[src/design/spi_hub_config.svh]
// Hub build constants; lanes must be a power of two that fits in address bits above bit 1.
`ifndef SPI_HUB_CONFIG_SVH
`define SPI_HUB_CONFIG_SVH

// Number of independent SPI lanes.
`define SPI_HUB_LANES 4

// System clock cycles per SCK half period.
// Must be at least 2 so the divider counter has a width.
`define SPI_HUB_CLK_DIV 4

// Wishbone address width.
// Bits 1:0 pick the register and the bits above pick the lane.
`define SPI_HUB_AW 4

// Wishbone data width, at least one SPI byte.
`define SPI_HUB_DW 8

`endif

[src/design/spi_hub_pkg.sv]
// Shared hub types; the lane field width follows the lane count and must match the address split.
`include "spi_hub_config.svh"

package spi_hub_pkg;

    // Register offsets inside one lane's window.
    typedef enum logic [1:0] {
        REG_TX      = 2'd0,
        REG_TX_HOLD = 2'd1,
        REG_RX      = 2'd2,
        REG_STATUS  = 2'd3
    } reg_sel_e;

    typedef logic [$clog2(`SPI_HUB_LANES)-1:0] lane_idx_t;

    // Wishbone classic request from the host.
    typedef struct packed {
        logic                   cyc;
        logic                   stb;
        logic                   we;
        logic [`SPI_HUB_AW-1:0] adr;
        logic [`SPI_HUB_DW-1:0] dat;
    } wb_req_t;

    // Wishbone classic response, data valid with ack.
    typedef struct packed {
        logic                   ack;
        logic [`SPI_HUB_DW-1:0] dat;
    } wb_rsp_t;

    // One command to a lane. Start is a single cycle pulse.
    typedef struct packed {
        logic       start;
        logic       hold;
        logic [7:0] data;
    } lane_cmd_t;

    // Lane report. Data is the last received byte.
    typedef struct packed {
        logic       done;
        logic       busy;
        logic [7:0] data;
    } lane_rsp_t;

    // Read request toward the collector.
    typedef struct packed {
        logic      valid;
        lane_idx_t lane;
        reg_sel_e  sel;
    } rd_req_t;

endpackage

[src/design/rx_collect.sv]
// Per-lane reply holding with rx_valid and overrun; read data lags the request by one cycle.
`include "spi_hub_config.svh"

module rx_collect (
    input  logic                   cs,
    input  logic                   sck,
    input  spi_hub_pkg::lane_rsp_t rsp_i [`SPI_HUB_LANES],
    input  spi_hub_pkg::rd_req_t   rd_req_i,
    output logic [`SPI_HUB_DW-1:0] rd_data_o
);
    import spi_hub_pkg::*;

    logic [7:0]                hold_q [`SPI_HUB_LANES];
    logic [`SPI_HUB_LANES-1:0] valid_q;
    logic [`SPI_HUB_LANES-1:0] ovr_q;
    logic [`SPI_HUB_LANES-1:0] rx_clear;
    logic [`SPI_HUB_LANES-1:0] busy;
    logic [`SPI_HUB_DW-1:0]    rd_mux;
    logic [`SPI_HUB_DW-1:0]    rd_data_q;

    for (genvar g = 0; g < `SPI_HUB_LANES; g++) begin : g_lane
        // Reading RX consumes the held byte.
        assign rx_clear[g] = rd_req_i.valid && (rd_req_i.sel == REG_RX)
                             && (rd_req_i.lane == lane_idx_t'(g));

        assign busy[g] = rsp_i[g].busy;

        always_ff @(posedge cs) begin
            if (rsp_i[g].done) begin
                hold_q[g] <= rsp_i[g].data;
            end
        end

        // A new byte over an unread one flags overrun.
        // If the old byte is read on that same cycle, it was not lost.
        always_ff @(posedge cs or negedge sck) begin
            if (!sck) begin
                valid_q[g] <= 1'b0;
                ovr_q[g]   <= 1'b0;
            end else if (rsp_i[g].done) begin
                valid_q[g] <= 1'b1;
                ovr_q[g]   <= (valid_q[g] && !rx_clear[g]) || (ovr_q[g] && !rx_clear[g]);
            end else if (rx_clear[g]) begin
                valid_q[g] <= 1'b0;
                ovr_q[g]   <= 1'b0;
            end
        end
    end

    always_comb begin
        rd_mux = '0;
        case (rd_req_i.sel)
            REG_RX: begin
                rd_mux[7:0] = hold_q[rd_req_i.lane];
            end
            REG_STATUS: begin
                rd_mux[2:0] = {ovr_q[rd_req_i.lane], valid_q[rd_req_i.lane],
                               busy[rd_req_i.lane]};
            end
            default: begin
                rd_mux = '0;
            end
        endcase
    end

    // Loaded on the edge that raises ack, so data and ack line up.
    always_ff @(posedge cs) begin
        if (rd_req_i.valid) begin
            rd_data_q <= rd_mux;
        end
    end

    assign rd_data_o = rd_data_q;

endmodule

[src/design/spi_hub.sv]
// Four-lane SPI mode 0 hub on Wishbone classic; lanes run independently with fixed timing.
`include "spi_hub_config.svh"

module spi_hub (
    input  logic                      cs,
    input  logic                      sck,
    input  spi_hub_pkg::wb_req_t      wb_req_i,
    input  logic [`SPI_HUB_LANES-1:0] spi_sd_i,
    output spi_hub_pkg::wb_rsp_t      wb_rsp_o,
    output logic [`SPI_HUB_LANES-1:0] spi_sck_o,
    output logic [`SPI_HUB_LANES-1:0] spi_cs_n_o,
    output logic [`SPI_HUB_LANES-1:0] spi_sd_o
);
    import spi_hub_pkg::*;

    lane_cmd_t              cmd [`SPI_HUB_LANES];
    lane_rsp_t              rsp [`SPI_HUB_LANES];
    rd_req_t                rd_req;
    logic                   ack;
    logic [`SPI_HUB_DW-1:0] rd_data;

    // Ack from the dispatcher, data from the collector.
    // Both are registered on the same edge.
    assign wb_rsp_o = '{ack: ack, dat: rd_data};

    wb_lane_dispatch u_dispatch (
        .cs       (cs),
        .sck      (sck),
        .wb_req_i (wb_req_i),
        .ack_o    (ack),
        .cmd_o    (cmd),
        .rd_req_o (rd_req)
    );

    // One controller per lane with its own pins.
    for (genvar g = 0; g < `SPI_HUB_LANES; g++) begin : g_lane
        spi_lane u_lane (
            .cs         (cs),
            .sck        (sck),
            .cmd_i      (cmd[g]),
            .spi_sd_i   (spi_sd_i[g]),
            .rsp_o      (rsp[g]),
            .spi_sck_o  (spi_sck_o[g]),
            .spi_cs_n_o (spi_cs_n_o[g]),
            .spi_sd_o   (spi_sd_o[g])
        );
    end

    rx_collect u_collect (
        .cs        (cs),
        .sck       (sck),
        .rsp_i     (rsp),
        .rd_req_i  (rd_req),
        .rd_data_o (rd_data)
    );

endmodule

[src/design/spi_lane.sv]
// SPI mode 0 controller, one byte per start; the last SCK high phase is one cycle long.
`include "spi_hub_config.svh"

module spi_lane (
    input  logic                   cs,
    input  logic                   sck,
    input  spi_hub_pkg::lane_cmd_t cmd_i,
    input  logic                   spi_sd_i,
    output spi_hub_pkg::lane_rsp_t rsp_o,
    output logic                   spi_sck_o,
    output logic                   spi_cs_n_o,
    output logic                   spi_sd_o
);
    localparam int DIV_W = $clog2(`SPI_HUB_CLK_DIV);
    localparam logic [DIV_W-1:0] DIV_LAST = DIV_W'(`SPI_HUB_CLK_DIV - 1);

    typedef enum logic [1:0] {
        ST_IDLE,
        ST_ACTIVE,
        ST_TAIL,
        ST_HELD
    } lane_state_e;

    lane_state_e      state_q;
    logic [DIV_W-1:0] div_q;
    logic [2:0]       bit_q;
    logic             sck_q;
    logic             cs_n_q;
    logic             sd_q;
    logic             hold_q;
    logic             done_q;
    logic [7:0]       shreg_q;
    logic             busy;
    logic             load;
    logic             tick;
    logic             rise;

    assign busy = (state_q == ST_ACTIVE) || (state_q == ST_TAIL);

    // Starts that land while a byte is in flight are dropped here.
    assign load = cmd_i.start && !busy;

    assign tick = (div_q == DIV_LAST);
    assign rise = (state_q == ST_ACTIVE) && tick && !sck_q;

    // One shift register carries both directions.
    // After rise k its MSB holds the bit to show on the next fall.
    always_ff @(posedge cs) begin
        if (load) begin
            shreg_q <= cmd_i.data;
        end else if (rise) begin
            shreg_q <= {shreg_q[6:0], spi_sd_i};
        end
    end

    always_ff @(posedge cs or negedge sck) begin
        if (!sck) begin
            state_q <= ST_IDLE;
            div_q   <= '0;
            bit_q   <= '0;
            sck_q   <= 1'b0;
            cs_n_q  <= 1'b1;
            sd_q    <= 1'b0;
            hold_q  <= 1'b0;
            done_q  <= 1'b0;
        end else begin
            done_q <= 1'b0;
            if (load) begin
                // From HELD chip select is already low and simply stays so.
                state_q <= ST_ACTIVE;
                div_q   <= '0;
                bit_q   <= '0;
                cs_n_q  <= 1'b0;
                sd_q    <= cmd_i.data[7];
                hold_q  <= cmd_i.hold;
            end else begin
                case (state_q)
                    ST_ACTIVE: begin
                        if (tick) begin
                            div_q <= '0;
                            sck_q <= ~sck_q;
                            if (!sck_q) begin
                                bit_q <= bit_q + 3'd1;
                                // Eighth rise closes the byte.
                                if (bit_q == 3'd7) begin
                                    state_q <= ST_TAIL;
                                    done_q  <= 1'b1;
                                end
                            end else begin
                                sd_q <= shreg_q[7];
                            end
                        end else begin
                            div_q <= div_q + 1'b1;
                        end
                    end
                    ST_TAIL: begin
                        if (sck_q) begin
                            // SCK back low one cycle after the last rise.
                            sck_q <= 1'b0;
                            div_q <= '0;
                            if (hold_q) begin
                                state_q <= ST_HELD;
                            end
                        end else if (tick) begin
                            cs_n_q  <= 1'b1;
                            state_q <= ST_IDLE;
                        end else begin
                            div_q <= div_q + 1'b1;
                        end
                    end
                    default: begin
                    end
                endcase
            end
        end
    end

    assign rsp_o = '{done: done_q, busy: busy, data: shreg_q};

    assign spi_sck_o  = sck_q;
    assign spi_cs_n_o = cs_n_q;
    assign spi_sd_o   = sd_q;

endmodule

[src/design/wb_lane_dispatch.sv]
// Wishbone classic slave with a fixed one-cycle ack; no wait states, no err or retry.
`include "spi_hub_config.svh"

module wb_lane_dispatch (
    input  logic                   cs,
    input  logic                   sck,
    input  spi_hub_pkg::wb_req_t   wb_req_i,
    output logic                   ack_o,
    output spi_hub_pkg::lane_cmd_t cmd_o [`SPI_HUB_LANES],
    output spi_hub_pkg::rd_req_t   rd_req_o
);
    import spi_hub_pkg::*;

    logic                      ack_q;
    logic                      accept;
    logic                      tx_write;
    lane_idx_t                 lane;
    reg_sel_e                  sel;
    logic [`SPI_HUB_LANES-1:0] start_q;
    logic                      hold_q;
    logic [7:0]                data_q;

    // A request is taken once; the cycle that shows ack is not taken again.
    assign accept = wb_req_i.cyc & wb_req_i.stb & ~ack_q;

    // Upper address bits pick the lane, the low two the register.
    assign lane = lane_idx_t'(wb_req_i.adr[`SPI_HUB_AW-1:2]);
    assign sel  = reg_sel_e'(wb_req_i.adr[1:0]);

    // Only the two transmit offsets start a byte.
    // Writes to RX or STATUS fall through with just an ack.
    assign tx_write = accept & wb_req_i.we & ((sel == REG_TX) | (sel == REG_TX_HOLD));

    always_ff @(posedge cs or negedge sck) begin
        if (!sck) begin
            ack_q <= 1'b0;
        end else begin
            ack_q <= accept;
        end
    end

    // Start pulse goes to the addressed lane only, aligned with ack.
    always_ff @(posedge cs or negedge sck) begin
        if (!sck) begin
            start_q <= '0;
        end else begin
            for (int i = 0; i < `SPI_HUB_LANES; i++) begin
                start_q[i] <= tx_write && (lane == lane_idx_t'(i));
            end
        end
    end

    // Byte and hold flag are shared.
    // Each lane looks at them only with its own start.
    always_ff @(posedge cs) begin
        if (tx_write) begin
            hold_q <= (sel == REG_TX_HOLD);
            data_q <= wb_req_i.dat[7:0];
        end
    end

    for (genvar g = 0; g < `SPI_HUB_LANES; g++) begin : g_cmd
        assign cmd_o[g] = '{start: start_q[g], hold: hold_q, data: data_q};
    end

    // Read request is combinational.
    // The collector registers its answer on the edge that raises ack.
    assign rd_req_o = '{valid: accept & ~wb_req_i.we, lane: lane, sel: sel};

    assign ack_o = ack_q;

endmodule

[config.mk]
export PLATFORM = sky130hd
export DESIGN_NAME = spi_hub
export DESIGN_NICKNAME = d
export VERILOG_FILES = /design/src/design/spi_hub_pkg.sv /design/src/design/rx_collect.sv /design/src/design/spi_hub.sv /design/src/design/spi_lane.sv /design/src/design/wb_lane_dispatch.sv
export VERILOG_INCLUDE_DIRS = /design/src /design/src/design
export SDC_FILE = /design/constraint.sdc
export NUM_CORES = 1
export LEC_CHECK = 0
export BUFFER_PORTS_ARGS = -buffer_cell sky130_fd_sc_hd__buf_2
export CORE_AREA = 8 8 138 140
export CTS_CLUSTER_DIAMETER = 100
export CTS_CLUSTER_SIZE = 8
export DETAILED_ROUTE_END_ITERATION = 10
export DIE_AREA = 0 0 146 148
export HOLD_SLACK_MARGIN = 0.03
export PLACE_DENSITY = 0.55
export REMOVE_ABC_BUFFERS = 1
export SLEW_MARGIN = 0
export SYNTH_ARGS = -nofsm -noshare
export SYNTH_HDL_FRONTEND = slang
export SYNTH_SLANG_ARGS = --single-unit
[constraint.sdc]
create_clock -name cs -period 1.9 [get_ports cs]
set_clock_uncertainty 0.05 [all_clocks]
set_input_delay 0.19 -clock cs [delete_from_list [all_inputs] [get_ports cs]]
set_output_delay 0.19 -clock cs [all_outputs]
set_load 0.005 [all_outputs]
==> flow_summary.ini <==
[finish]
synthesis_to_layout_area_growth_pct = 18.55
post_route_cells_drive_above_1_share = 0.2078
layout.nets = 675
num_antenna_cells = 0
seq_area_um2 = 3964
fillers = 1541
multi_input_combinational_cell_area_um2 = 2335

[logic_synthesis]
synth.top_cell.area_share = 0.3699
synth-seq-area-share = 0.6029
synth-async-reset-ratio = 0.4296
cell_taking_the_most_area_after_synthesis = edfxtp_1
synthesis_warning_total = 0
syn_avg_cell_area_um2 = 11.76
synth_commonest_cells = nand2_1 (137), edfxtp_1 (81), dfrtp_1 (57)
post_synth_main_area_contributors = edfxtp_1 (37%), dfrtp_1 (22%), nand2_1 (7.8%)
synth.cell_area_um2 = 6575
yosysMostFrequentCell = nand2_1
postSynth.topFlopCell = edfxtp_1
postSynthCellCount = 559
synth.ff_latch_count = 142
number_of_enable_flip_flop_cells_after_synthesis = 81
yosys.cell_types.count = 48

[cts]
cts_made_buffers = 17
clk_transition_reported_paths_ns = 0.06
cts_root_buffer = clkbuf_16
max_clock_buf_depth = 2
htree_num_levels = 4
cts_tree = yes
clock_latency_ns = 0.42
tritoncts_num_sinks = 142

[place]
place.gp.congestion = 0.7718
preCtsSetupSlack_ns = -0.009083
place_hpwl_mm = 9.979
number_of_buffers_inserted_by_port_buffering = 41

[critical_path]
cp-end-kind = flop
critical_path.max_fanout = 11
setup.worst_path.start_class = flop
arrival_ns = 2.07
crit_type = flop to flop
worstPathCellList = inv_2 > ha_1 > buf_6 > mux4_2 > o21ai_1 > and2_1
critical_path.slowest_cell = mux4_2
slowest_delay_ns = 0.45
timing.critical_path.required_ns = 2.13

[route]
drt-pass1-iter-count = 5
drt-initial-drc-count = 369
post_route_wl_mm = 14.04
ant_nets = 0
post_detailed_route_drc_marker_count = 0
avgViaCountPerCell = 4.940
routed-via-count = 4273
routedWlPerCell_um = 16.23

[timing]
post-route-min-period_ns = 1.833
peak_freq_ghz = 0.5455
hold-worst-slack_ns = 0.06235
worst_slew_pin_slew_ns = 0.4836
min_period_over_period = 0.9649
finalSetupViolCount = 0
slew-limit-headroom = 0.6759
timing.final.hold_violations = 0
post-route-worst-setup-slack_ns = 0.06667
maxSlewViolCount = 0

[flow_run]
max-cap-violations = 0

[die]
die-height_um = 148
initial_core_util = 0.3882
die-width_um = 146
core.rowCount = 48
floorplan.io_pins = 42
core_area_um2 = 16940
floorplan.die_area_um2 = 21610

[power]
leakagePower_uw = 0.003427
ir_drop_mv = 0.6474
power_density_nw_per_um2 = 1282

[global_routing]
grt_first_pass_wirelength_mm = 22.70
antenna_found_initial = 0
track_usage = 0.1343
number_of_global_route_vias_before_repair = 4322
grt_start_max_net_pins = 62
globalRouteOverflowTotal = 0

[status]
status = completed

[hold_path]
worstHoldPathType = input pin to flop
worst paths after layout:
check / start / to / slack [ns] / cells past startpoint
setup / recovery: g_lane[2].u_lane.state_q[0]$_DFFE_PN0P_ / u_collect.rd_data_o[0]$_DFFE_PP_ / 0.07 / 6
hold / removal: wb_req_i[9] / u_dispatch.hold_q$_DFFE_PP_ / 0.06 / 2
setup reg to reg: g_lane[2].u_lane.state_q[0]$_DFFE_PN0P_ / u_collect.rd_data_o[0]$_DFFE_PP_ / 0.07 / 6
hold reg to reg: g_lane[0].u_lane.shreg_q[3]$_DFFE_PP_ / u_collect.hold_q[0][3]$_DFFE_PP_ / 0.40 / 0
max in group asynchronous: sck / g_lane[3].u_lane.spi_cs_n_o$_DFFE_PN1P_ / 1.21 / 3
min in group asynchronous: sck / g_lane[2].u_lane.bit_q[2]$_DFFE_PN0P_ / 0.27 / 3
logic make-up after synthesis:
group / share of synthesized area
buf+inv: 0.04529
mux: 0.06831
compound gates: 0.06318
simple gates: 0.1637
xor+xnor: 0.005328
flops: 0.6029
fa+ha+maj: 0.05138
worst max-delay path, delay by kind of cell (launching register included):
family / cells / cell delay, ns
mux: 1 / 0.45
flops: 1 / 0.37
fa+ha+maj: 1 / 0.33
buf+inv: 2 / 0.22
simple gates: 1 / 0.15
compound gates: 1 / 0.14
metal layers:
metal	share of wire	vias up	global-route usage
met4	0.020	0	0.06182
met3	0.052	22	0.02690
li1	-	2059	-
met1	0.46	2066	0.1752
met2	0.47	126	0.2126
met5	0	-	0
power breakdown:
group | switching, uW | internal (uW)
Sequential | 331 | 3690
Combinational | 1390 | 1340
Clock | 1260 | 1980
layout by cell type (no fill, tap or decap), types with 3 or more instances in the layout:
cell	instances
nand2_1	137
edfxtp_1	81
dfrtp_1	57
buf_2	41
nor2_1	33
a21oi_1	32
buf_4	27
ha_1	24
nor2b_1	21
clkbuf_16	19
inv_1	16
nand3_1	15
o21ai_0	14
mux2i_1	13
dlygate4sd3_1	13
mux4_2	11
a21o_1	5
xor2_1	4
nor3_1	4
nor3b_1	4
clkinv_2	4
dfstp_2	4
mux2_2	3
and2b_1	3
nand3b_1	3
ha_2	3
clkinvlp_4	3
per-stage QoR:
step	power (uW)	cells	util	setup TNS, ns	cell area (um2)
2_1_floorplan	5851	525	-	-0.2336	6341
3_3_place_gp	6608	819	0.4163	0	7051
3_5_place_dp	6753	819	0.4163	-0.009083	7051
4_1_cts	10010	864	0.4585	0	7765
5_1_grt	10580	865	0.4603	-0.01779	7795
6_report	9993	865	0.4603	0	7795
sequential cells by signal, summed over array words and instances (netlist names), 8 cells and up:
| signal | count |
|---|---|
| u_collect.hold_q | 32 |
| g_lane.u_lane.state_q | 8 |
| g_lane.u_lane.bit_q | 12 |
| u_collect.rd_data_o | 8 |
| u_dispatch.data_q | 8 |
| g_lane.u_lane.shreg_q | 32 |
| g_lane.u_lane.div_q | 8 |
timing repair:
action / 4_1_cts / 5_1_grt
setup buffers: 0 / 1
resized for setup: 1 / 8
hold buffers: 13 / 0
setup endpoints to repair: 1 / 13
hold endpoints to repair: 70 / 0
layout make-up:
cell class | instances | share of cell area
flip-flops and latches | 142 | 0.5085
multi-input cells | 366 | 0.2995
repair buffers | 83 | 0.07303
clock buffers | 22 | 0.06372
well taps | 225 | 0.03612
clock inverters | 10 | 0.01091
inverters | 17 | 0.008186
Power figures use the tool's default switching activity.
